## src/verilog/rv_wb_pkg.sv

```systemverilog
package rv_wb_pkg;

    parameter int XLEN       = 64;
    parameter int REG_ADDR_W = 5;
    parameter int ADDR_W     = 32;        // widest AXI address, top may narrow it
    parameter int STRB_W     = XLEN / 8;

    // width code applied before writeback or store
    typedef enum logic [1:0] {
        full        = 2'd0,  // result unchanged
        word_signed = 2'd1,  // low 32, sign extended
        word_zero   = 2'd2,  // low 32, zero extended
        half_signed = 2'd3   // low 16, sign extended
    } ext_kind_e;

    typedef struct packed {
        logic [XLEN-1:0]       pc;
        logic                  is_store;
        logic                  reg_wen;
        logic [REG_ADDR_W-1:0] rd;
        logic                  use_mem;   // take the memory-stage result
        logic [XLEN-1:0]       ex_res;
        logic [XLEN-1:0]       mem_res;
        ext_kind_e             ext;
        logic [REG_ADDR_W-1:0] base_reg;
        logic [31:0]           offset;    // store offset, sign extended later
        logic [STRB_W-1:0]     wmask;
    } wb_req_t;

    typedef struct packed {
        logic [XLEN-1:0] pc;
        logic            was_store;
        logic            store_err;
    } retire_t;

    typedef struct packed {
        logic [ADDR_W-1:0] addr;
        logic [2:0]        prot;
    } axil_aw_t;

    typedef struct packed {
        logic [XLEN-1:0]   data;
        logic [STRB_W-1:0] strb;
    } axil_w_t;

endpackage

```

## src/verilog/gpr_file.sv

```systemverilog
`timescale 1ns/10ps

module gpr_file (
    input  logic                             clk,
    input  logic                             rst_n,
    input  logic                             wr_en,
    input  logic [rv_wb_pkg::REG_ADDR_W-1:0] wr_addr,
    input  logic [rv_wb_pkg::XLEN-1:0]       wr_data,
    input  logic [rv_wb_pkg::REG_ADDR_W-1:0] rd_addr_a,
    output logic [rv_wb_pkg::XLEN-1:0]       rd_data_a,
    input  logic [rv_wb_pkg::REG_ADDR_W-1:0] rd_addr_b,
    output logic [rv_wb_pkg::XLEN-1:0]       rd_data_b,
    input  logic [rv_wb_pkg::REG_ADDR_W-1:0] base_addr,
    output logic [rv_wb_pkg::XLEN-1:0]       base_data
);

    import rv_wb_pkg::*;

    localparam int NREGS = 1 << REG_ADDR_W;

    logic [XLEN-1:0] regs [NREGS];

    always_ff @(posedge clk or negedge rst_n) begin
        if (!rst_n) begin
            for (int i = 0; i < NREGS; i++) begin
                regs[i] <= '0;
            end
        end else if (wr_en && wr_addr != '0) begin  // writes to x0 dropped
            regs[wr_addr] <= wr_data;
        end
    end

    // decode ports, x0 stays zero since it is never written
    assign rd_data_a = regs[rd_addr_a];
    assign rd_data_b = regs[rd_addr_b];

    // store base, no bypass from the write port
    assign base_data = regs[base_addr];

endmodule

```

## config.mk

```make
export PLATFORM = sky130hd
export DESIGN_NAME = gpr_file
export DESIGN_NICKNAME = d
export VERILOG_FILES = /design/src/verilog/rv_wb_pkg.sv /design/src/verilog/gpr_file.sv
export SDC_FILE = /design/constraint.sdc
export NUM_CORES = 2
export LEC_CHECK = 0
export BUFFER_PORTS_ARGS = -buffer_cell sky130_fd_sc_hd__buf_2
export CAP_MARGIN = 20
export CORE_UTILIZATION = 41
export DETAILED_ROUTE_END_ITERATION = 10
export HOLD_SLACK_MARGIN = 0.12
export SLEW_MARGIN = 25
export SYNTH_ARGS = -nofsm -noshare
export SYNTH_HDL_FRONTEND = slang
export SYNTH_SLANG_ARGS = --single-unit
```

## constraint.sdc

```tcl
create_clock -name clk -period 2.65 [get_ports clk]
set_input_delay 0.265 -clock clk [delete_from_list [all_inputs] [get_ports clk]]
set_output_delay 0.265 -clock clk [all_outputs]
set_load 0.05 [all_outputs]
```

==> summary.txt <==
Die
  • Total die area: 0.305 mm2
  • Die Span Y: 552 um
  • Core ar.: 0.301 mm2
  • Die Wd: 552 um
  • Num rows: 201
  • Starting Density: 0.413
  • Io pins: 279

Layout
  • Biggest register: regs
  • Area growth syn-to-layout: 21.4%
  • Final non-filler cell total: 12.4k
  • Largest register FFs: 2048
  • Final nets: 8318
  • Largest regs: regs (2048)
  • Ratio of cells with drive above 1 in the final layout: 0.687

Detailed routing
  • Detail Route Antenna Nets: 0
  • Post-Route WL: 450000 um
  • Vias/cell: 6.70
  • DR iter-0 viols: 8281
  • DRC Markers: 0
  • Drt pass-1 iters: 6
  • Vias post-DR: 83.0k
  • Drt wl/cell: 36.3 um

Placed design
  • IO buf count: 278
  • Gpl congestion: 0.874
  • Pre-CTS WS: -0.313 ns
  • Hpwl dp: 287000 um
  • Inst Count DP: 11.7k

Synthesis
  • Commonest cells post-synth: mux2_2, dfrtp_1, mux4_2
  • Synth Warn #: 0
  • Post-Syn Area: 0.124 mm2
  • Most common cell in the netlist: mux2_2
  • Avg Inst Size Synth: 16.2 um2
  • Syn Inst Count: 7636
  • Ys async rst share: 1.00
  • Syn nets: 7723
  • Main synth FF type: dfrtp_1
  • Largest area contributor in the synthesized netlist: dfrtp_1
  • Top post-synthesis cells by area: dfrtp_1, mux4_2, mux2_2
  • Post-synth cell types: 36
  • Seq/Total Area, Yosys: 0.413
  • Post-synth EDFFs: 0
  • Yosys reg bits: 2048
  • Share of the synthesized area in the top cell type: 0.413

Worst setup path
  • Reg-to-reg slack, setup: 1.44 ns
  • Critical-path top delay cell: mux4_2
  • R2r endpoint: regs[59]
  • Largest fanout on the critical path: 4
  • Startpoint Class: flip-flop
  • FF-to-FF path depth: 5
  • Critical-path cell list: mux4_2, mux4_2, mux2_4, buf_6
  • Delay-heaviest family, CP: multiplexers
  • Data required, critical path: 2.38 ns
  • Most frequent CP cell: mux4_2
  • CP Class: flip-flop to primary output
  • Worst R2R Start: regs[59]
  • Setup crit end kind: primary output
  • Largest stage delay on the critical path: 0.50 ns
  • Buffers and inverters on the worst path: 1
  • Critical path data arrival time: 2.86 ns

Clock tree
  • Clk Latency, worst-skew pair: 0.92 ns
  • # H-tree levels: 4
  • CTS tree: yes
  • Worst-path clk slew: 0.07 ns
  • Largest buffer count on any clock path: 4
  • Root buffer selected by CTS: clkbuf_16
  • Clock sinks: 2048
  • CTS Buf Count: 232

Timing
  • RSZ-0062 raised after global routing: yes
  • Final Hold Viols: 0
  • Slew Limit Headroom: 0.320
  • Min setup slack post-route: -0.476 ns
  • Clock Skew: 0 ns
  • Part of the cycle the worst path needs: 1.18
  • Worst Tran Pin Value: 1.02 ns
  • Final period demand of the worst path: 3.13 ns
  • Slew Viols, Final: 0
  • Final Setup Violations: 192
  • Peak Freq: 320 MHz

Global route
  • Vias in the first global route: 86.8k
  • GRT Total Usage: 0.294
  • First-pass GRT wire length: 653000 um
  • Congestion Overflow GR: 0
  • Initial antenna violation count: 18
  • Largest net degree at the start of global routing: 102

Job
  • Max-cap check violation count: 0

Worst hold path
  • Worst Min Path Start: wr_en
  • WHS Path Cells: 5
  • Worst min-delay path endpoint: regs[1820]
  • HP Class: primary input to flip-flop

Pwr
  • Pwr dens: 732 mW/mm2
  • P_leak: 63.3 nW
  • VDD IR max: 0.000628 V

Run status
  • Failing checks: negative setup slack
  • Status: finished, violations left
## layout make-up
class / instances / area (um2)
sequential: 2048 / 51300
clock buffer: 322 / 6810
fill: 24700 / 150000
clock inverter: 101 / 1230
tap: 3958 / 4950
inverter: 2 / 15.0
antenna: 12 / 30.0
multi-input combinational: 4641 / 71200
timing repair buffer: 1306 / 15100
## power breakdown
part	internal [mW]	total, mW	switching [mW]
Clock	20.1	34.3	14.2
Combinational	19.1	32.7	13.6
Sequential	37.2	43.3	6.06
Total	76.5	110	33.8
## stage by stage
step           instance area, um2   util  hold WS (ns)  total power, mW  setup TNS (ns)
3_3_place_gp               137000  0.456         0.312             71.8          -27.31
6_report                   151000  0.501         0.190              110          -63.32
2_1_floorplan              124000      -       -0.0306             63.0         -0.0106
3_5_place_dp               137000  0.456         0.331             72.8          -28.80
5_1_grt                    151000  0.501         0.223              114          -72.55
4_1_cts                    150000  0.498         0.151              110          -71.38
## metal layers
metal / GRT usage / vias to the layer above / part of all wire
met2: 0.467 / 4233 / 0.47
met1: 0.386 / 45600 / 0.39
met3: 0.0586 / 1054 / 0.080
met5: 0 / - / 0.00020
li1: - / 32100 / -
met4: 0.145 / 14 / 0.057
## cells by family (layout without fill, tap and decap cells)
group	count (synthesis)	in the layout	share of synthesized area
AO/OA/AOI/OAI	297	297	0.0178
AND/OR/NAND/NOR	187	187	0.00687
buffers and inverters	947	1731	0.0340
other	0	12	0
multiplexers	4157	4157	0.528
flip-flops	2048	2048	0.413
## repair_timing
action                                 4_1_cts  5_1_grt
gates cloned                                 1        0
hold buffers                                70        0
endpoints found under the hold margin     3814        0
buffers inserted                           118       92
pin swaps                                   68       40
gates resized for setup                    655       92
setup endpoints to repair                  192      192
## worst min-delay path, stage by stage
cell,delay (ns)
buf_2,0.14
nand2b_1,0.13
nor3_1,0.15
nand3_4,0.21
mux2_2,0.17
## layout by cell type, fill, tap and decap left out, types with 69 or more instances in the layout
master | synthesis | final
mux2_2 | 2234 | 2088
dfrtp_1 | 2048 | 2047
mux4_2 | 1689 | 1689
buf_4 | 53 | 605
buf_12 | 0 | 347
clkbuf_16 | 0 | 235
mux2i_1 | 234 | 212
buf_6 | 9 | 182
mux2_4 | 0 | 146
nand2_1 | 108 | 92
buf_2 | 315 | 70
dlygate4sd3_1 | 0 | 69
## worst max-delay path by stage
| stage | startpoint | endpoint | slack, ns | cells past startpoint |
|---|---|---|---|---|
| 2_1_floorplan | base_addr[2] | base_data[14] | -0.01 | 7 |
| 3_3_place_gp | base_addr[0] | base_data[5] | -0.33 | 8 |
| 3_5_place_dp | base_addr[0] | base_data[12] | -0.31 | 7 |
| 4_1_cts | regs[514] | base_data[2] | -0.51 | 4 |
| 5_1_grt | regs[87] | base_data[23] | -0.52 | 4 |
| 6_report | regs[87] | base_data[23] | -0.48 | 4 |
Power figures use the tool's default switching activity.
