[src/verilog/rv_wb_pkg.sv]
package rv_wb_pkg;

    parameter int XLEN       = 64;
    parameter int REG_ADDR_W = 5;
    parameter int ADDR_W     = 32;        // widest AXI address, top may narrow it
    parameter int STRB_W     = XLEN / 8;

    // width code applied before writeback or store
    typedef enum logic [1:0] {
        full        = 2'd0,  // result unchanged
        word_signed = 2'd1,  // low 32, sign extended
        word_zero   = 2'd2,  // low 32, zero extended
        half_signed = 2'd3   // low 16, sign extended
    } ext_kind_e;

    typedef struct packed {
        logic [XLEN-1:0]       pc;
        logic                  is_store;
        logic                  reg_wen;
        logic [REG_ADDR_W-1:0] rd;
        logic                  use_mem;   // take the memory-stage result
        logic [XLEN-1:0]       ex_res;
        logic [XLEN-1:0]       mem_res;
        ext_kind_e             ext;
        logic [REG_ADDR_W-1:0] base_reg;
        logic [31:0]           offset;    // store offset, sign extended later
        logic [STRB_W-1:0]     wmask;
    } wb_req_t;

    typedef struct packed {
        logic [XLEN-1:0] pc;
        logic            was_store;
        logic            store_err;
    } retire_t;

    typedef struct packed {
        logic [ADDR_W-1:0] addr;
        logic [2:0]        prot;
    } axil_aw_t;

    typedef struct packed {
        logic [XLEN-1:0]   data;
        logic [STRB_W-1:0] strb;
    } axil_w_t;

endpackage

[src/verilog/result_extend.sv]
`timescale 1ns/10ps

module result_extend (
    input  logic [63:0]          value,
    input  rv_wb_pkg::ext_kind_e ext,
    output logic [63:0]          result
);

    import rv_wb_pkg::*;

    logic [XLEN-1:0] word_sx;
    logic [XLEN-1:0] word_zx;
    logic [XLEN-1:0] half_sx;

    assign word_sx = {{(XLEN-32){value[31]}}, value[31:0]};  // addw, lw style
    assign word_zx = {{(XLEN-32){1'b0}}, value[31:0]};
    assign half_sx = {{(XLEN-16){value[15]}}, value[15:0]};  // lh style

    always_comb begin
        case (ext)
            full: begin
                result = value;
            end
            word_signed: begin
                result = word_sx;
            end
            word_zero: begin
                result = word_zx;
            end
            half_signed: begin
                result = half_sx;
            end
            default: begin
                result = value;
            end
        endcase
    end

endmodule

[src/verilog/wb_stage.sv]
`timescale 1ns/10ps

module wb_stage #(
    parameter int ADDR_W = rv_wb_pkg::ADDR_W
) (
    input  logic                             clk,
    input  logic                             rst_n,
    input  logic                             in_valid,
    input  rv_wb_pkg::wb_req_t               in_req,
    output logic                             in_ready,
    output logic                             wr_en,
    output logic [rv_wb_pkg::REG_ADDR_W-1:0] wr_addr,
    output logic [rv_wb_pkg::XLEN-1:0]       wr_data,
    output logic [rv_wb_pkg::REG_ADDR_W-1:0] base_addr,
    input  logic [rv_wb_pkg::XLEN-1:0]       base_data,
    output logic                             st_valid,
    output rv_wb_pkg::axil_aw_t              st_aw,
    output rv_wb_pkg::axil_w_t               st_w,
    input  logic                             st_done,
    input  logic                             st_err,
    output logic                             retire_valid,
    output rv_wb_pkg::retire_t               retire
);

    import rv_wb_pkg::*;

    logic            accept;
    logic            store_busy;   // one store in flight at most
    logic [XLEN-1:0] sel_res;
    logic [XLEN-1:0] ext_res;
    logic [XLEN-1:0] store_sum;
    axil_aw_t        aw_next;
    logic            ret_valid_q;
    logic [XLEN-1:0] ret_pc_q;
    logic [XLEN-1:0] store_pc;

    assign in_ready = !store_busy;
    assign accept   = in_valid && in_ready;

    assign sel_res = in_req.use_mem ? in_req.mem_res : in_req.ex_res;

    result_extend u_ext (
        .value  (sel_res),
        .ext    (in_req.ext),
        .result (ext_res)
    );

    // x0 filtering is left to the register file
    assign wr_en   = accept && in_req.reg_wen && !in_req.is_store;
    assign wr_addr = in_req.rd;
    assign wr_data = ext_res;

    assign base_addr = in_req.base_reg;
    assign store_sum = base_data + {{(XLEN-32){in_req.offset[31]}}, in_req.offset};

    always_comb begin
        aw_next = '0;                                   // prot 000, plain data access
        aw_next.addr[ADDR_W-1:0] = store_sum[ADDR_W-1:0];
    end

    always_ff @(posedge clk or negedge rst_n) begin
        if (!rst_n) begin
            store_busy  <= 1'b0;
            st_valid    <= 1'b0;
            ret_valid_q <= 1'b0;
        end else begin
            st_valid    <= accept && in_req.is_store;
            ret_valid_q <= accept && !in_req.is_store;
            if (accept && in_req.is_store) begin
                store_busy <= 1'b1;
            end else if (st_done) begin
                store_busy <= 1'b0;
            end
        end
    end

    always_ff @(posedge clk) begin
        if (accept) begin
            ret_pc_q <= in_req.pc;
        end
        if (accept && in_req.is_store) begin
            store_pc <= in_req.pc;
            st_aw    <= aw_next;
            st_w     <= '{data: ext_res, strb: in_req.wmask};
        end
    end

    // store retires straight off the writer's done pulse
    assign retire_valid = ret_valid_q || st_done;

    always_comb begin
        if (st_done) begin
            retire = '{pc: store_pc, was_store: 1'b1, store_err: st_err};
        end else begin
            retire = '{pc: ret_pc_q, was_store: 1'b0, store_err: 1'b0};
        end
    end

endmodule

[config.mk]
export PLATFORM = sky130hd
export DESIGN_NAME = wb_stage
export DESIGN_NICKNAME = d
export VERILOG_FILES = /design/src/verilog/rv_wb_pkg.sv /design/src/verilog/result_extend.sv /design/src/verilog/wb_stage.sv
export SDC_FILE = /design/constraint.sdc
export NUM_CORES = 1
export LEC_CHECK = 0
export BUFFER_PORTS_ARGS = -buffer_cell sky130_fd_sc_hd__buf_2
export CORE_AREA = 8 8 214 216
export CTS_CLUSTER_SIZE = 10
export DETAILED_ROUTE_END_ITERATION = 10
export DIE_AREA = 0 0 222 224
export HOLD_SLACK_MARGIN = 0.08
export SYNTH_ARGS = -nofsm -noshare
export SYNTH_HDL_FRONTEND = slang
export SYNTH_SLANG_ARGS = --single-unit
[constraint.sdc]
create_clock -name clk -period 8 [get_ports clk]
set_input_delay 0.8 -clock clk [delete_from_list [all_inputs] [get_ports clk]]
set_output_delay 0.8 -clock clk [all_outputs]
set_load 0.01 [all_outputs]
==> qor.csv, run 1 <==
stage,metric,value,unit
floorplan,initial core utilization,0.251,
finish,Filler Cells Inserted,4262,
sta,total negative slack,0,ns
clock_tree,"Clk pin slew, worst setup/hold paths",0.06,ns
routing,routed vias/inst,4.55,
global_routing,Total GRT Usage,0.137,
critical_path,Crit Path Class,in2out,
critical_path,CP Launch Type,input pin,
worst_hold_path,Hold Path Depth,1,
critical_path,R2R Path End,st_w[9],
global_routing,number of global-route vias before repair,8489,
routing,DR WL/cell,20.6,um
routing,first-pass detailed-route iteration total,6,
worst_hold_path,worst hold path endpoint,st_w[5],
clock_tree,CTS Buf Count,28,
critical_path,"setup slack, reg-to-reg",4.71,ns
placement,Port Buffers,511,
clock_tree,CTS tree,built,
worst_hold_path,Hold Crit Class,in2reg,
clock_tree,Post-CTS Setup Inserts,0,
finish,Multi-input gate area,3390,um2
synthesis,"EDFF count, synth",232,
critical_path,critical path data arrival time,3.41,ns
routing,Routed Antenna Nets,0,
sta,endpoints failing setup,0,
sta,"Hold Vio Cnt, Final",0,
floorplan,die width,222,um
placement,DP HPWL,28400,um
sta,fin. max-slew vios,0,
synthesis,top_reg_cell synth,edfxtp_1,
pwr,Pleak,0.00611,uW
finish,Layout Nets,1550,
floorplan,number of cell rows,76,
job,MaxCap Viol Count,0,
critical_path,Worst EP required,7.20,ns
routing,Post-route DRC,0,
sta,worst rel slew slack,0.259,
clock_tree,CTS Buffer Depth,3,
pwr,pwr/cell area,215,nW/um2
clock_tree,CTS H-tree lvls,1,
pwr,peak supply drop,135,uV
critical_path,Critical Path Sink Type,output pin,
worst_hold_path,Hold Startpoint,in_req[5],
floorplan,Die ar.,49700,um2
clock_tree,post_cts resized,0,
synthesis,Yosys cell types,59,
global_routing,GR Overflow Total,0,
finish,ANT cells,0,
clock_tree,CTS sink cnt,235,
critical_path,reg2reg start,store_busy,
sta,Slew @ Worst Pin,1.11,ns
synthesis,ys async rst share,0.0128,
floorplan,Die Ht,224,um
sta,minimum clock period after layout,4.21,ns
clock_tree,Skew-Pair Late Insertion Delay,0.55,ns
synthesis,syn_area_per_cell,15.3,um2
finish,"most common cell after layout, fill and taps aside",buf_2,
synthesis,"Cell Area, Synth",10700,um2
sta,Achievable Freq,0.237,GHz
routing,Detailed Route WL,36300,um
finish,share of layout cells above drive strength 1,0.536,
critical_path,worst r2r path cells,4,
synthesis,Yosys top cell by area,edfxtp_1,
finish,Layout area overhead,36.4,%
floorplan,total core area,42500,um2
critical_path,Critical Path Fanout Max,32,
finish,most frequent cells in the layout,"buf_2, edfxtp_1, mux2_2",
sta,fin crit share,0.526,
sta,Worst Skew,0.0131,ns
finish,post-layout util,0.342,
placement,Setup WS pre-CTS,3.83,ns
synthesis,sequential element share of the synthesized area,0.660,
routing,initial drt markers,373,
synthesis,post-synthesis register bit count,235,
clock_tree,CTS root buf,clkbuf_16,
synthesis,Synth top area share,0.653,
global_routing,initial antenna violation count,0,
routing,via count,8016,
synthesis,cells after synthesis,697,
global_routing,first-pass GRT wire length,52700,um
sta,RSZ-0062 raised after global routing,false,
synthesis,Synth area leaders,"edfxtp_1, mux2_2, mux2i_1, ha_1, o21ai_0",
outcome,status,"complete, no violations",
global_routing,largest net degree at the start of global routing,69,
floorplan,IO Pins,567,
placement,RD Place Congestion,0.865,
synthesis,Yosys warnings,0,
finish,Reg area,7040,um2
sta,setup ws final,3.79,ns
metal layers:
layer	GRT usage	wire length (um)
met3	0.0509	3530
met2	0.240	17700
met4	0.0319	641
met5	0	0
met1	0.156	14400
state kept, by name, summed over array words and instances, names as in the netlist:
register	count
ret_pc_q	64
ret_valid_q	1
st_aw	32
st_valid	1
st_w	72
store_busy	1
store_pc	64
worst max-delay path by stage:
stage	start	endpoint	slack, ns	cells past startpoint
2_1_floorplan	in_valid	st_aw[10]	1.44	2
3_3_place_gp	in_req[175]	wr_data[36]	3.82	7
3_5_place_dp	in_req[175]	wr_data[36]	3.83	7
4_1_cts	in_req[175]	wr_data[36]	3.83	7
5_1_grt	in_req[175]	wr_data[36]	3.60	7
6_report	in_req[175]	wr_data[36]	3.79	7
worst max-delay path, cell delays in order:
cell     delay [ns]
buf_4          0.39
mux2_2         0.45
nand2_1        0.07
o21ai_0        0.07
nand2_1        0.80
o21ai_0        0.47
buf_2          0.27
per-stage QoR:
step / area [um2] / total power [uW] / hold slack [ns] / std cells
floorplan: 10700 / 1790 / 0.504 / 699
global placement: 13700 / 2020 / 0.565 / 1717
detailed placement: 13700 / 2030 / 0.586 / 1717
CTS: 14600 / 3180 / 0.396 / 1763
global route: 14600 / 3260 / 0.399 / 1763
finish: 14600 / 3130 / 0.430 / 1763
synthesized netlist by cell type, types with 3 or more instances:
| cell | count |
|---|---|
| a21o_1 | 9 |
| a21oi_1 | 42 |
| a21oi_2 | 3 |
| a31oi_1 | 6 |
| and2_1 | 4 |
| buf_1 | 9 |
| buf_2 | 5 |
| buf_4 | 14 |
| clkbuf_1 | 16 |
| dfrtp_1 | 3 |
| edfxtp_1 | 232 |
| ha_1 | 31 |
| inv_1 | 5 |
| mux2_2 | 80 |
| mux2i_1 | 48 |
| nand2_1 | 26 |
| nand3_1 | 10 |
| nand4_1 | 7 |
| nor2_1 | 16 |
| nor2b_1 | 3 |
| o211ai_2 | 3 |
| o21ai_0 | 44 |
| o21ai_1 | 3 |
| o21ai_2 | 4 |
| xnor2_1 | 19 |
| xor2_1 | 12 |
timing repair:
action,CTS,global route
hold buffers,1,0
endpoints found under the hold margin,3,0
setup endpoints to repair,0,0
logic make-up (layout without fill, tap and decap cells):
family / count (synthesis) / after routing / synth area share
and+or+nand+nor: 80 / 80 / 0.0367
buffers and inverters: 50 / 568 / 0.0232
AOI/OAI and AO/OA: 140 / 140 / 0.0861
muxes: 128 / 128 / 0.130
DFF: 235 / 235 / 0.660
xor gates and xnor gates: 31 / 31 / 0.0255
adders and majority gates: 32 / 32 / 0.0382
other: 1 / 3 / 0.000352
layout make-up:
cell class	count	area share
Timing Repair Buffer	518	0.180
Inverter	5	0.00129
Clock inverter	4	0.00112
Tap cell	546	0.0470
Clock buffer	41	0.0537
Multi-Input combinational cell	414	0.233
Sequential cell	235	0.484
power breakdown:
part,internal [uW],switching (uW)
logic,218,312
clock network,663,471
registers,1450,16.4
Note: power is estimated with default switching activity, not from simulation.
==> inputs of run 2 (changes only) <==
clock period = 3.39 ns   (was 8 ns; I/O delays follow)
==> qor.csv, run 2 (same netlist as run 1, synthesis figures left out) <==
stage,metric,value,unit,change
finish,Largest register FFs,72,,unchanged
sta,RSZ-0062 raised after global routing,false,,
routing,Detailed Route WL,36800,um,+1.2%
routing,DR WL/cell,19.9,um,-3.5%
finish,"most common cell after layout, fill and taps aside",buf_2,,
floorplan,IO Pins,567,,unchanged
finish,ANT cells,0,,unchanged
routing,via count,8360,,+4.3%
floorplan,total core area,42500,um2,unchanged
clock_tree,CTS root buf,clkbuf_16,,
critical_path,"setup slack, reg-to-reg",1.59,ns,-3.12 ns
critical_path,Worst EP required,3.67,ns,-3.53 ns
routing,WL met2,17700,um,-0.20%
sta,"Hold Vio Cnt, Final",0,,unchanged
floorplan,initial core utilization,0.251,,unchanged
routing,WL met3,3750,um,+6.1%
placement,Port Buffers,511,,unchanged
finish,Layout Nets,1636,,+5.5%
global_routing,Total GRT Usage,0.139,,+0.00255
sta,endpoints failing setup,0,,unchanged
routing,first-pass detailed-route iteration total,4,,-2
floorplan,number of cell rows,76,,unchanged
critical_path,Critical Path Fanout Max,5,,-84%
routing,Routed Antenna Nets,0,,unchanged
outcome,status,"complete, no violations",,
critical_path,CP Launch Point,base_data[0],,
pwr,peak supply drop,314,uV,+130%
clock_tree,Skew-Pair Late Insertion Delay,0.54,ns,about the same
placement,DP HPWL,28600,um,+0.60%
finish,Biggest register,st_w,,
sta,worst rel slew slack,0.405,,+0.146
job,MaxCap Viol Count,0,,unchanged
sta,total negative slack,0,ns,unchanged
global_routing,first-pass GRT wire length,54400,um,+3.2%
floorplan,Die ar.,49700,um2,unchanged
routing,routed vias/inst,4.52,,-0.56%
global_routing,GR Overflow Total,0,,unchanged
critical_path,Crit Path Class,in2reg,,
clock_tree,Post-CTS Setup Inserts,0,,unchanged
worst_hold_path,Hold Crit Class,in2reg,,
worst_hold_path,Hold Startpoint,in_req[112],,
routing,Post-route DRC,0,,unchanged
critical_path,CP Launch Type,input pin,,
finish,largest registers,"st_w (72), ret_pc_q (64), store_pc (64)",,
floorplan,die width,222,um,unchanged
finish,Layout area overhead,44.9,%,
routing,initial drt markers,352,,-5.6%
floorplan,Die Ht,224,um,unchanged
finish,Finished Layout Cells,1849,,+4.9%
clock_tree,CTS H-tree lvls,1,,unchanged
critical_path,Critical Path Sink Type,flip-flop,,
sta,fin crit share,0.832,,
finish,share of layout cells above drive strength 1,0.506,,-0.0300
pwr,pwr/cell area,486,nW/um2,+130%
finish,most frequent cells in the layout,"buf_2, edfxtp_1, dlygate4sd3_1",,
clock_tree,post_cts resized,0,,unchanged
critical_path,critical path data arrival time,3.10,ns,-0.31 ns
placement,Post-Place Cells,1723,,+0.35%
finish,Filler Cells Inserted,4140,,-2.9%
critical_path,reg2reg start,store_busy,,
clock_tree,CTS Buffer Depth,3,,unchanged
clock_tree,CTS sink cnt,235,,unchanged
pwr,Pleak,0.00650,uW,+6.3%
sta,Slew @ Worst Pin,0.892,ns,-0.217 ns
global_routing,largest net degree at the start of global routing,66,,-4.3%
global_routing,number of global-route vias before repair,9104,,+7.2%
sta,Worst Skew,0.00757,ns,-0.00549 ns
routing,M1 WL,14300,um,-1.3%
clock_tree,CTS tree,built,,
sta,fin. max-slew vios,0,,unchanged
clock_tree,"Hold-fix buffers, CTS",81,,+80
sta,Achievable Freq,0.354,GHz,
sta,worst hold margin,0.123,ns,-0.307 ns
clock_tree,"Clk pin slew, worst setup/hold paths",0.06,ns,about the same
sta,minimum clock period after layout,2.82,ns,
placement,RD Place Congestion,0.869,,+0.47%
global_routing,initial antenna violation count,1,,+1
routing,highest routed layer,met4,,
clock_tree,CTS Buf Count,28,,unchanged
finish,post-layout util,0.364,,+0.0213
pwr,total power draw,7510,uW,+140%
run 2: cell count changes in the layout (fill, tap and decap cells not counted), sizes merged:
cell / previous run / this run
buf: 517 / 523
clkbuf: 41 / 43
clkinv: 4 / 2
dlygate4sd3: 1 / 81
run 2: worst paths after layout:
check / cells past startpoint / to
max in group asynchronous: 2 / st_valid
max: 11 / st_aw[31]
min in group asynchronous: 2 / store_busy
min: 2 / st_w[9]
max reg2reg: 3 / st_w[58]
min reg2reg: 2 / store_busy
run 2: stage by stage:
stage               setup slack [ns]  instance area, um2
global route                   0.492               15500
detailed placement             0.543               13800
CTS                            0.594               15500
floorplan                      0.151               10700
finish                         0.568               15500
global placement               0.576               13800
run 2: critical path, stage by stage:
cell and delay (ns):
dlygate4sd3_1 0.54, buf_2 0.12, ha_1 0.22, fa_1 0.41, a21o_1 0.23, a31oi_1 0.30, o21ai_2 0.15, a31oi_4 0.29
o21ai_2 0.12, a22o_1 0.24, xor2_1 0.14
run 2: cell type report:
cell class	instances	area [um2]	share of cell area
inverter	5	18.8	0.00121
timing repair buffer	604	3510	0.227
multi-input combinational	414	3390	0.219
tap	546	683	0.0442
clock inverter	2	10.0	0.000648
clock buffer	43	798	0.0517
sequential	235	7040	0.456
run 2: metal layers:
| layer | vias to the layer above | GRT usage |
|---|---|---|
| met5 | - | 0 |
| met4 | 0 | 0.0485 |
| met3 | 59 | 0.0570 |
| met2 | 441 | 0.240 |
| met1 | 3984 | 0.154 |
| li1 | 3876 | - |
run 2: power by group:
part / internal [uW] / switching [uW] / leakage (uW)
Combinational: 587 / 759 / 0.00389
Sequential: 3430 / 40.6 / 0.00221
Clock: 1590 / 1110 / 0.000394
Total: 5610 / 1910 / 0.00650
