==> config.mk <==
export PLATFORM = sky130hd
export DESIGN_NAME = store_axil_writer
export DESIGN_NICKNAME = d
export VERILOG_FILES = /design/src/verilog/rv_wb_pkg.sv /design/src/verilog/store_axil_writer.sv
export SDC_FILE = /design/constraint.sdc
export NUM_CORES = 1
export LEC_CHECK = 0
export ABC_AREA = 1
export BUFFER_PORTS_ARGS = -buffer_cell sky130_fd_sc_hd__buf_2
export CORE_ASPECT_RATIO = 1.5
export CORE_MARGIN = 4
export CORE_UTILIZATION = 38
export CTS_CLUSTER_SIZE = 30
export DETAILED_ROUTE_END_ITERATION = 10
export GPL_TIMING_DRIVEN = 0
export HOLD_SLACK_MARGIN = 0.12
export PLACE_DENSITY_LB_ADDON = 0.25
export SYNTH_ARGS = -nofsm -noshare
export SYNTH_HDL_FRONTEND = slang
export SYNTH_SLANG_ARGS = --single-unit
export TNS_END_PERCENT = 20
==> constraint.sdc <==
create_clock -name clk -period 3.2 [get_ports clk]
set_input_delay 0.32 -clock clk [delete_from_list [all_inputs] [get_ports clk]]
set_output_delay 0.32 -clock clk [all_outputs]
set_load 0.01 [all_outputs]
==> src/verilog/rv_wb_pkg.sv <==
package rv_wb_pkg;

    parameter int XLEN       = 64;
    parameter int REG_ADDR_W = 5;
    parameter int ADDR_W     = 32;        // widest AXI address, top may narrow it
    parameter int STRB_W     = XLEN / 8;

    // width code applied before writeback or store
    typedef enum logic [1:0] {
        full        = 2'd0,  // result unchanged
        word_signed = 2'd1,  // low 32, sign extended
        word_zero   = 2'd2,  // low 32, zero extended
        half_signed = 2'd3   // low 16, sign extended
    } ext_kind_e;

    typedef struct packed {
        logic [XLEN-1:0]       pc;
        logic                  is_store;
        logic                  reg_wen;
        logic [REG_ADDR_W-1:0] rd;
        logic                  use_mem;   // take the memory-stage result
        logic [XLEN-1:0]       ex_res;
        logic [XLEN-1:0]       mem_res;
        ext_kind_e             ext;
        logic [REG_ADDR_W-1:0] base_reg;
        logic [31:0]           offset;    // store offset, sign extended later
        logic [STRB_W-1:0]     wmask;
    } wb_req_t;

    typedef struct packed {
        logic [XLEN-1:0] pc;
        logic            was_store;
        logic            store_err;
    } retire_t;

    typedef struct packed {
        logic [ADDR_W-1:0] addr;
        logic [2:0]        prot;
    } axil_aw_t;

    typedef struct packed {
        logic [XLEN-1:0]   data;
        logic [STRB_W-1:0] strb;
    } axil_w_t;

endpackage

==> src/verilog/store_axil_writer.sv <==
`timescale 1ns/10ps

module store_axil_writer #(
    parameter int ADDR_W = rv_wb_pkg::ADDR_W
) (
    input  logic                clk,
    input  logic                rst_n,
    input  logic                st_valid,
    input  rv_wb_pkg::axil_aw_t st_aw,
    input  rv_wb_pkg::axil_w_t  st_w,
    output logic                st_done,
    output logic                st_err,
    output logic                awvalid,
    output rv_wb_pkg::axil_aw_t aw,
    input  logic                awready,
    output logic                wvalid,
    output rv_wb_pkg::axil_w_t  w,
    input  logic                wready,
    input  logic                bvalid,
    input  logic [1:0]          bresp,
    output logic                bready
);

    import rv_wb_pkg::*;

    typedef enum logic [1:0] {
        idle = 2'd0,
        send = 2'd1,
        resp = 2'd2,
        done = 2'd3
    } wr_state_e;

    wr_state_e state;
    logic      aw_done;   // address beat accepted
    logic      w_done;    // data beat accepted
    logic      aw_fin;
    logic      w_fin;
    logic      err_q;
    axil_aw_t  aw_in;
    axil_aw_t  aw_q;
    axil_w_t   w_q;

    // clip the address to the configured bus width
    always_comb begin
        aw_in = st_aw;
        aw_in.addr = '0;
        aw_in.addr[ADDR_W-1:0] = st_aw.addr[ADDR_W-1:0];
    end

    assign awvalid = (state == send) && !aw_done;
    assign wvalid  = (state == send) && !w_done;
    assign bready  = (state == resp);

    // either beat may finish first
    assign aw_fin = aw_done || (awvalid && awready);
    assign w_fin  = w_done || (wvalid && wready);

    always_ff @(posedge clk or negedge rst_n) begin
        if (!rst_n) begin
            state   <= idle;
            aw_done <= 1'b0;
            w_done  <= 1'b0;
            err_q   <= 1'b0;
        end else begin
            case (state)
                idle: begin
                    aw_done <= 1'b0;
                    w_done  <= 1'b0;
                    if (st_valid) begin
                        state <= send;
                    end
                end
                send: begin
                    aw_done <= aw_fin;
                    w_done  <= w_fin;
                    if (aw_fin && w_fin) begin
                        state <= resp;
                    end
                end
                resp: begin
                    if (bvalid) begin
                        err_q <= (bresp != 2'b00);  // slverr or decerr
                        state <= done;
                    end
                end
                default: begin
                    state <= idle;  // done lasts one cycle
                end
            endcase
        end
    end

    // payload held for the whole transfer
    always_ff @(posedge clk) begin
        if (state == idle && st_valid) begin
            aw_q <= aw_in;
            w_q  <= st_w;
        end
    end

    assign aw      = aw_q;
    assign w       = w_q;
    assign st_done = (state == done);
    assign st_err  = err_q;

endmodule

==> results of run 1 <==
-- synthesized netlist by cell type, drive strengths merged --
| cell type | instances | area share [%] |
|---|---|---|
| a21oi | 1 | 0.14 |
| a22oi | 2 | 0.42 |
| a31oi | 1 | 0.18 |
| dfrtp | 5 | 3.5 |
| edfxtp | 107 | 91 |
| ha | 5 | 1.8 |
| inv | 9 | 0.95 |
| nand2 | 13 | 1.4 |
| nand3 | 2 | 0.28 |
| nor2 | 5 | 0.53 |
| o21ai | 1 | 0.14 |
-- timing repair --
action	CTS	global route
endpoints found under the hold margin	5	0
hold buffers	1	0
gates resized for setup	0	0
-- area by class of cell --
class,count,area [sq um]
clock buffer,10,229.0
multi-input combinational,30,171.4
tap,110,137.6
sequential,112,3338
clock inverter,6,66.31
fill,730,3825
inverter,9,37.54
timing repair buffer,229,1181
-- critical path, delay by kind of cell, from the launching register on --
family | cells | cell delay [ns]
buffers and inverters | 4 | 1.38
flip-flops | 1 | 0.42
AND/OR/NAND/NOR | 1 | 0.12
adder cells (fa/ha/maj) | 1 | 0.26
-- metrics by stage --
| step | TNS (ns) | hold slack, ns | area [sq um] | util, % |
|---|---|---|---|---|
| 4_1_cts | 0 | 0.1324 | 5161 | 57.44 |
| 2_1_floorplan | 0 | 0.02441 | 3547 | - |
| 6_report | 0 | 0.1500 | 5161 | 57.44 |
| 3_3_place_gp | -23.87 | 0.1408 | 4816 | 53.59 |
| 3_5_place_dp | 0 | 0.1446 | 4856 | 54.04 |
| 5_1_grt | 0 | 0.1255 | 5161 | 57.44 |
-- sequential cells by signal, summed over array words and instances (netlist names) --
name	flops
w	72
aw	35
state	2
aw_done	1
st_err	1
w_done	1
-- per-layer routing --
layer | vias to the layer above | track usage [%] | routed length (um)
li1 | 1052 | - | -
met1 | 1058 | 15.78 | 2817
met2 | 113 | 28.64 | 5066
met3 | 19 | 5.686 | 828
met4 | 0 | 7.706 | 275
met5 | - | 0 | 0
-- where the power goes --
part	internal [mW]	switching (mW)	leakage [nW]
Clock	0.610	0.490	0.137
Combinational	0.319	0.539	1.05
Sequential	1.98	0.0793	1.05
-- path summary, 6_finish.rpt --
path	slack [ns]	cells after the start	end
worst min-delay path	0.15	1	w[30]
worst max register to register	0.76	6	w[51]
worst max-delay path	0.76	6	w[51]
worst min register to register	0.56	2	aw_done
max in group asynchronous	2.72	2	aw_done
min in group asynchronous	0.34	2	st_err
-- cells in the final DEF (no fill, tap or decap), drive strengths merged, types with 2 or more instances in the layout --
cell type / n
nand3: 2
clkinvlp: 3
clkbuf: 10
ha: 5
inv: 10
edfxtp: 107
nand2: 13
buf: 228
nor2: 5
dfrtp: 5
a22oi: 2
-- cells by family (layout without fill, tap and decap cells) --
family	Yosys count	count (layout)	synth area share, %
AOI/OAI and AO/OA	5	5	0.8825
adders and majority gates	5	5	1.766
buffers and inverters	9	254	0.9533
DFF	112	112	94.21
and+or+nand+nor	20	20	2.189
==> impl_metrics.env, run 1 <==
export IMPL_dp_hpwl_um=7158
export IMPL_row_count=42
export IMPL_slowest_delay_ns=0.63
export IMPL_slew_viol_final=0
export IMPL_rsz0062_at_grt="no"
export IMPL_worstHoldStart="st_w[30]"
export IMPL_final_instance_count_excl_fill=506
export IMPL_avgSynthCellArea_sq_um=23.47
export IMPL_min_delay_path_class="in -> reg"
export IMPL_antenna_found_initial=0
export IMPL_synthesis_nets=271
export IMPL_finClkSkew_ns=0.005778
export IMPL_insertion_delay_ns=0.34
export IMPL_gp_congestion=0.7378
export IMPL_outcome="finished, final reports clean"
export IMPL_die_x_um=86.85
export IMPL_r2r_start="state[0]"
export IMPL_core_sq_um=8986
export IMPL_drv_cap=0
export IMPL_num_vias=2242
export IMPL_grt_max_degree=38
export IMPL_place_ws_ns=0.7109
export IMPL_cp_max_fo=37
export IMPL_fin_total_pwr_mw=4.018
export IMPL_path_cells="inv_1, ha_1, nand2_1, clkinvlp_4, buf_12, buf_12"
export IMPL_overflow=0
export IMPL_root_buffer="clkbuf_16"
export IMPL_cp_arrival_ns=2.53
export IMPL_n_antenna_cell=0
export IMPL_required_ns=3.29
export IMPL_yosys_warnings=0
export IMPL_cts_num_sinks=112
export IMPL_cts_buffers_inserted=9
export IMPL_postSynthRegisterBits=112
export IMPL_first_pass_iters=4
export IMPL_grt_pass1_vias=2284
export IMPL_drt_wirelength_per_cell_um=17.76
export IMPL_ys_seq_area_share_pct=94.21
export IMPL_die_area_sq_um=10970
export IMPL_cellPowerDensity_nw_per_um2=778.5
export IMPL_dp_cells=489
export IMPL_ir_drop_mv=0.5349
export IMPL_start_kind="register"
export IMPL_avgViaCountPerCell=4.431
export IMPL_finalSetupViolCount=0
export IMPL_fin_ws_ns=0.7594
export IMPL_postSynthCellCount=151
export IMPL_drive_gt1_share_pct=61.36
export IMPL_endpoint_kind="register"
export IMPL_ant_nets=0
export IMPL_yosysUniqueCellTypes=11
export IMPL_io_pin_count=227
export IMPL_power_leakage_nw=2.239
export IMPL_initial_core_util_pct=39.43
export IMPL_post_route_min_period_ns=2.441
export IMPL_cts_clk_slew_worst_paths_ns=0.07
export IMPL_hold_viol=0
export IMPL_postCtsSetupBuffers=0
export IMPL_port_buffer_count=226
export IMPL_drt_initial_drc_count=92
export IMPL_worst_pin_slew_ns=0.7806
export IMPL_critPathKind="reg -> reg"
export IMPL_tritoncts="yes"
export IMPL_fmaxAchievable_ghz=0.4097
export IMPL_synth_area_sq_um=3543
export IMPL_area_growth_pct=45.66
export IMPL_chipHeight_um=126.3
export IMPL_cts_path_max_buffers=2
export IMPL_cp_startpoint="state[0]"
export IMPL_grt_pass1_wl_um=12570
export IMPL_grt_total_usage_pct=15.94
export IMPL_relSlewSlack_pct=47.85
export IMPL_fin_crit_sh_pct=76.27
export IMPL_htreeDepth=3
export IMPL_wirelength_um=8988
export IMPL_nets=511
export IMPL_drcViolationCount=0
export IMPL_cpMostUsedCell="buf_12"
export IMPL_crit_slowest_cell="clkinvlp_4"
(Power assumes the default switching activity.)
==> run 2: changes to the inputs <==
==> constraint.sdc (replaced) <==
create_clock -name clk -period 2.1 [get_ports clk]
set_input_delay 0.21 -clock clk [delete_from_list [all_inputs] [get_ports clk]]
set_output_delay 0.21 -clock clk [all_outputs]
set_load 0.01 [all_outputs]
==> run 2 against run 1 <==
  * The flow now stops in clock tree synthesis
  * Synthesized area unchanged
  * Synthesized cell count stayed put
==> impl_metrics.env, run 2 <==
export IMPL_synthesis_nets=271
export IMPL_synthFlopType="edfxtp_1"
export IMPL_dp_hpwl_um=6745
export IMPL_synthMuxAreaShare_pct=0
export IMPL_cts_hold_buf=102
export IMPL_ys_seq_area_share_pct=94.21
export IMPL_gp_congestion=0.7723
export IMPL_yosysUniqueCellTypes=11
export IMPL_synth_area_sq_um=3543
export IMPL_avgSynthCellArea_sq_um=23.47
export IMPL_yosys_warnings=0
export IMPL_synth_top_family_by_area="simple AND/OR/NAND/NOR gates"
export IMPL_cts_resized=0
export IMPL_dpl_cell_area_sq_um=4861
export IMPL_dp_cells=489
export IMPL_cts_num_sinks=112
export IMPL_synth_top_cell_area_share_pct=90.68
export IMPL_initial_core_util_pct=39.43
export IMPL_synth_compound_area_share_pct=0.8828
export IMPL_root_buffer="clkbuf_16"
export IMPL_haltStage="clock tree synthesis"
export IMPL_row_count=42
export IMPL_io_pin_count=227
export IMPL_postCtsSetupBuffers=0
export IMPL_synth_largest_area_cell="edfxtp_1"
export IMPL_outcome="aborted with a tool error"
export IMPL_cts_buffers_inserted=9
export IMPL_synth_async_reset_ratio_pct=4.464
export IMPL_port_buffer_count=226
export IMPL_die_x_um=86.85
export IMPL_htreeDepth=3
export IMPL_cts_path_max_buffers=2
export IMPL_synth_most_common_cell="edfxtp_1"
export IMPL_synth_xor_area_share_pct=0
export IMPL_yosys_area_share_simple_pct=2.189
export IMPL_stop_error="[ERROR RSZ-0060] Max buffer count reached."
export IMPL_synth_edf_count=107
export IMPL_chipHeight_um=126.3
export IMPL_synthTopCellsByCount="107 x edfxtp_1, 13 x nand2_1, 9 x inv_1"
export IMPL_postSynthRegisterBits=112
export IMPL_synth_fa_ha_area_share_pct=1.766
export IMPL_postSynthCellCount=151
export IMPL_synth_area_top_cells="edfxtp_1 91%, dfrtp_1 3.5%, ha_1 1.8%, nand2_1 1.4%, inv_1 0.95%"
==> run 2: cell counts after synthesis <==
No cell type changed its count.
==> run 2: kinds of logic after synthesis <==
logic type | Yosys count
simple gates | 20
buf+inv | 9
compound gates | 5
fa+ha+maj | 5
flops | 112
==> run 2: through the flow <==
step	worst slack (ns)	hold slack [ns]
floorplan	-0.5840	-0.08559
detailed placement	0.001857	0.03992
global placement	-1.213	0.03362
==> run 3: changes to the inputs <==
--- a/config.mk
+++ b/config.mk
@@ -7,14 +7,11 @@
 export LEC_CHECK = 0
 export ABC_AREA = 1
 export BUFFER_PORTS_ARGS = -buffer_cell sky130_fd_sc_hd__buf_2
-export CORE_ASPECT_RATIO = 1.5
 export CORE_MARGIN = 4
-export CORE_UTILIZATION = 38
-export CTS_CLUSTER_SIZE = 30
+export CORE_UTILIZATION = 25
 export DETAILED_ROUTE_END_ITERATION = 10
 export GPL_TIMING_DRIVEN = 0
-export HOLD_SLACK_MARGIN = 0.12
-export PLACE_DENSITY_LB_ADDON = 0.25
+export PLACE_DENSITY_LB_ADDON = 0.15
 export SYNTH_ARGS = -nofsm -noshare
 export SYNTH_HDL_FRONTEND = slang
 export SYNTH_SLANG_ARGS = --single-unit
==> constraint.sdc (replaced) <==
create_clock -name clk -period 2.7 [get_ports clk]
set_input_delay 0.27 -clock clk [delete_from_list [all_inputs] [get_ports clk]]
set_output_delay 0.27 -clock clk [all_outputs]
set_load 0.01 [all_outputs]
==> run 3 against run 2 <==
  * The run now ends clean
==> impl_metrics.env, run 3 (same netlist as run 1, synthesis figures left out) <==
export IMPL_cts_resized=0
export IMPL_fill_cells=1374
export IMPL_drv_cap=0
export IMPL_grt_max_degree=45
export IMPL_die_x_um=127.1
export IMPL_power_leakage_nw=2.236
export IMPL_mostFrequentLayoutCell="buf_2"
export IMPL_grt_pass1_wl_um=12530
export IMPL_tritoncts="yes"
export IMPL_drt_wirelength_per_cell_um=14.97
export IMPL_ir_drop_mv=0.2950
export IMPL_drcViolationCount=0
export IMPL_crit_buf_inv=3
export IMPL_post_route_min_period_ns=1.959
export IMPL_endpoint_kind="register"
export IMPL_stdcell_area_sq_um=5243
export IMPL_insertion_delay_ns=0.34
export IMPL_place_ws_ns=0.7137
export IMPL_fin_crit_sh_pct=72.55
export IMPL_grt_pass1_vias=2322
export IMPL_cts_num_sinks=112
export IMPL_path_cells="inv_1, ha_2, nand2_2, clkinvlp_4, buf_12"
export IMPL_slew_viol_final=0
export IMPL_htreeDepth=3
export IMPL_die_area_sq_um=16140
export IMPL_postCtsSetupBuffers=0
export IMPL_core_sq_um=13880
export IMPL_finClkSkew_ns=0.007845
export IMPL_final_cell_mix="226 x buf_2, 107 x edfxtp_1, 12 x nand2_1, 9 x clkbuf_16, 8 x inv_1"
export IMPL_cts_buffers_inserted=9
export IMPL_cellPowerDensity_nw_per_um2=906.9
export IMPL_cts_clk_slew_worst_paths_ns=0.07
export IMPL_worst_pin_slew_ns=0.5428
export IMPL_initial_core_util_pct=25.53
export IMPL_cp_max_fo=44
export IMPL_slowest_delay_ns=0.45
export IMPL_relSlewSlack_pct=63.74
export IMPL_avgViaCountPerCell=3.897
export IMPL_start_kind="register"
export IMPL_cts_path_max_buffers=2
export IMPL_cp_arrival_ns=2.03
export IMPL_outcome="finished, final reports clean"
export IMPL_wirelength_um=8591
export IMPL_chipHeight_um=127.1
export IMPL_port_buffer_count=226
export IMPL_largest_reg_flops=72
export IMPL_gp_congestion=0.7072
export IMPL_nets=511
export IMPL_crit_slowest_cell="clkinvlp_4"
export IMPL_io_pin_count=227
export IMPL_hold_viol=0
export IMPL_critPathKind="reg -> reg"
export IMPL_required_ns=2.77
export IMPL_path_delay_family="buffers and inverters"
export IMPL_area_growth_pct=47.95
export IMPL_root_buffer="clkbuf_16"
export IMPL_finalSetupViolCount=0
export IMPL_fin_ws_ns=0.7412
export IMPL_n_antenna_cell=0
export IMPL_num_vias=2237
export IMPL_fmaxAchievable_ghz=0.5105
export IMPL_setup_tns_final_ns=0
export IMPL_row_count=43
export IMPL_rsz0062_at_grt="no"
export IMPL_grt_total_usage_pct=10.23
export IMPL_overflow=0
export IMPL_drive_gt1_share_pct=61.93
export IMPL_ant_nets=0
export IMPL_dpl_cell_area_sq_um=4949
export IMPL_drt_initial_drc_count=68
export IMPL_antenna_found_initial=1
export IMPL_min_delay_path_class="in -> reg"
export IMPL_first_pass_iters=4
export IMPL_dp_hpwl_um=6704
run 3: power by group:
group / total [mW] / internal, mW / switching [mW]
clock: 1.29 / 0.711 / 0.580
combinational: 1.02 / 0.383 / 0.641
sequential: 2.44 / 2.35 / 0.0924
total: 4.75 / 3.44 / 1.31
run 3: worst reg2reg max path, stage by stage, from the launching register on:
cell	delay (ns)
dfrtp_1	0.43
inv_1	0.09
ha_2	0.22
nand2_2	0.08
clkinvlp_4	0.45
buf_12	0.39
run 3: area by class of cell:
cell class,count,area [sq um],share of cell area [%]
well taps,180,225.2,4.296
repair buffers,229,1181,22.53
flip-flops and latches,112,3338,63.68
multi-input cells,30,176.4,3.365
clock buffers,9,225.2,4.296
clock inverters,5,58.81,1.122
inverters,9,37.54,0.7160
run 3: final timing paths:
check	to	slack, ns	startpoint	cells past startpoint
hold / removal	aw[30]	0.1	st_aw[30]	1
setup / recovery	w[34]	0.74	state[0]	5
setup reg to reg	w[34]	0.74	state[0]	5
hold reg to reg	aw_done	0.56	aw_done	2
min in group asynchronous	st_err	0.27	rst_n	2
max in group asynchronous	state[1]	2.29	rst_n	2
run 3: repair_timing:
| action | in CTS | in global routing |
|---|---|---|
| hold endpoints to repair | 5 | 0 |
| hold buffers | 1 | 0 |
| setup endpoints to repair | 0 | 0 |
run 3: per-layer routing:
metal  GRT usage (%)  part of all wire [%]  vias up
li1                -                     -     1048
met1           11.98                    40     1028
met2           16.06                    46      146
met3           4.473                    13       13
met4           5.110                   2.0        2
met5               0                  0.15        -
run 3: through the flow:
stage                     total power [mW]  util [%]  instances  hold slack [ns]
after floorplan                      3.005         -        151         -0.02559
after global placement               3.515     35.36        557          0.09235
after detailed placement             3.539     35.65        559          0.09641
after CTS                            4.855     37.77        574          0.07447
after global routing                 5.010     37.77        574          0.07646
final                                4.754     37.77        574          0.09746
==> run 4: changes to the inputs <==
==> constraint.sdc (replaced) <==
create_clock -name clk -period 1.8 [get_ports clk]
set_input_delay 0.18 -clock clk [delete_from_list [all_inputs] [get_ports clk]]
set_output_delay 0.18 -clock clk [all_outputs]
set_load 0.01 [all_outputs]
==> run 4 against run 3 <==
  * First-iteration DRC count is 78% higher
  * Clock-buffer cell count stayed put
  * Sequential power is 50% higher
  * Sequential share of layout area is 9.4 points lower
  * Clock power is 41% higher
  * Critical endpoint is now w[60]
  * Highest routed layer is now met4
==> impl_metrics.env, run 4 (same netlist as run 1, synthesis figures left out) <==
export IMPL_die_area_sq_um=16140
export IMPL_cellPowerDensity_nw_per_um2=1175
export IMPL_fin_ws_ns=0.1155
export IMPL_finClkSkew_ns=0.005269
export IMPL_largest_reg_flops=72
export IMPL_drv_cap=0
export IMPL_grt_max_degree=43
export IMPL_critPathKind="reg -> reg"
export IMPL_hold_path_end="aw[22]"
export IMPL_slowest_delay_ns=0.44
export IMPL_reg2reg_slack_ns=0.12
export IMPL_htreeDepth=3
export IMPL_cts_path_max_buffers=2
export IMPL_worstHoldStart="st_aw[22]"
export IMPL_initial_core_util_pct=25.53
export IMPL_cp_arrival_ns=1.71
export IMPL_drt_initial_drc_count=121
export IMPL_row_count=43
export IMPL_grt_total_usage_pct=11.53
export IMPL_root_buffer="clkbuf_16"
export IMPL_die_x_um=127.1
export IMPL_wirelength_um=9588
export IMPL_insertion_delay_ns=0.34
export IMPL_grt_pass1_vias=2695
export IMPL_drive_gt1_share_pct=50.82
export IMPL_drt_wirelength_per_cell_um=14.35
export IMPL_relSlewSlack_pct=78.83
export IMPL_rsz0062_at_grt="no"
export IMPL_overflow=0
export IMPL_r2r_start="state[0]"
export IMPL_slew_viol_final=0
export IMPL_tritoncts="yes"
export IMPL_r2r_end="w[60]"
export IMPL_endpoint_kind="register"
export IMPL_dp_hpwl_um=6657
export IMPL_nets=604
export IMPL_core_sq_um=13880
export IMPL_num_vias=2580
export IMPL_drcViolationCount=0
export IMPL_power_leakage_nw=2.618
export IMPL_grt_pass1_wl_um=14210
export IMPL_crit_slowest_cell="dfrtp_1"
export IMPL_cts_clk_slew_worst_paths_ns=0.07
export IMPL_worst_pin_slew_ns=0.3169
export IMPL_cts_buffers_inserted=9
export IMPL_mostFrequentLayoutCell="buf_2"
export IMPL_first_pass_iters=4
export IMPL_avgViaCountPerCell=3.862
export IMPL_gp_congestion=0.7469
export IMPL_start_kind="register"
export IMPL_required_ns=1.83
export IMPL_antenna_found_initial=0
export IMPL_io_pin_count=227
export IMPL_final_cell_mix="226 x buf_2, 107 x edfxtp_1, 91 x dlygate4sd3_1, 12 x nand2_1, 9 x clkbuf_16"
export IMPL_ant_nets=0
export IMPL_fin_crit_sh_pct=93.58
export IMPL_outcome="finished, final reports clean"
export IMPL_finalSetupViolCount=0
export IMPL_ir_drop_mv=0.5238
export IMPL_cts_num_sinks=112
export IMPL_setup_tns_final_ns=0
export IMPL_area_growth_pct=73.62
export IMPL_utilization_pct=44.32
export IMPL_path_cells="inv_1, ha_2, nand2_2, clkinvlp_4, buf_12"
export IMPL_whs_path_depth=1
export IMPL_n_antenna_cell=0
export IMPL_place_ws_ns=-0.3047
export IMPL_min_delay_path_class="in -> reg"
export IMPL_cp_max_fo=42
export IMPL_post_route_min_period_ns=1.684
export IMPL_chipHeight_um=127.1
export IMPL_r2r_worst_path_cells=5
export IMPL_port_buffer_count=226
export IMPL_hold_viol=0
export IMPL_fmaxAchievable_ghz=0.5937
-- run 4: cell count changes in the layout (fill, tap and decap cells not counted), sizes merged --
| cell | previous run | this run |
|---|---|---|
| clkinv | 2 | 4 |
| dlygate4sd3 | 1 | 91 |
| bufinv | 1 | 0 |
| buf | 228 | 230 |
| clkinvlp | 2 | 3 |
-- run 4: power breakdown --
part / switching (mW) / internal, mW / leakage [nW]
logic: 1.02 / 0.721 / 1.43
clock network: 0.880 / 0.939 / 0.131
registers: 0.150 / 3.52 / 1.05
total: 2.05 / 5.18 / 2.62
-- run 4: final cells by class --
class | count | area [sq um]
Clock buffer | 9 | 225.2
Timing Repair inverter | 1 | 7.507
Clock inverter | 6 | 45.04
Tap cell | 180 | 225.2
Sequential cell | 112 | 3338
Multi-Input combinational cell | 30 | 176.4
Timing Repair Buffer | 321 | 2097
Fill cell | 1259 | 7729
Inverter | 9 | 37.54
-- run 4: metrics by stage --
| stage | cell area, sq um | total power [mW] | cells | hold WS (ns) |
|---|---|---|---|---|
| finish | 6152 | 7.227 | 668 | 0.01951 |
| global route | 6152 | 7.663 | 668 | 0.0007211 |
| CTS | 6082 | 7.349 | 661 | 0.0005144 |
| detailed placement | 4949 | 5.297 | 559 | 0.01379 |
| global placement | 4908 | 5.272 | 557 | 0.008814 |
| floorplan | 3552 | 4.507 | 151 | -0.1156 |
-- run 4: worst max path at each step --
stage	end	depth (start not counted)	start	slack [ns]
after floorplan	aw[0]	4	state[1]	-0.88
after global placement	aw[16]	4	state[0]	-1.70
after detailed placement	w[65]	5	state[0]	-0.30
after CTS	aw[24]	5	state[0]	0.08
after global routing	aw[24]	5	state[0]	0.002
final	w[60]	5	state[0]	0.12
-- run 4: worst max-delay path, delay by kind of cell, from the launching register on --
family	cells	cell delay, ns
buffers and inverters	3	0.54
DFF	1	0.44
adders and majority gates	1	0.24
and+or+nand+nor	1	0.12
-- run 4: metal layers --
layer	GRT usage [%]	up-vias	share of wire, %
met1	13.51	1194	40
li1	-	1234	-
met5	0	-	0
met4	3.975	0	1.1
met3	4.557	9	10
met2	19.33	143	49
-- run 4: repair_timing --
action,4_1_cts,5_1_grt
setup endpoints to repair,107,0
buffers inserted,2,0
endpoints found under the hold margin,88,7
resized for setup,1,0
hold buffers,84,7
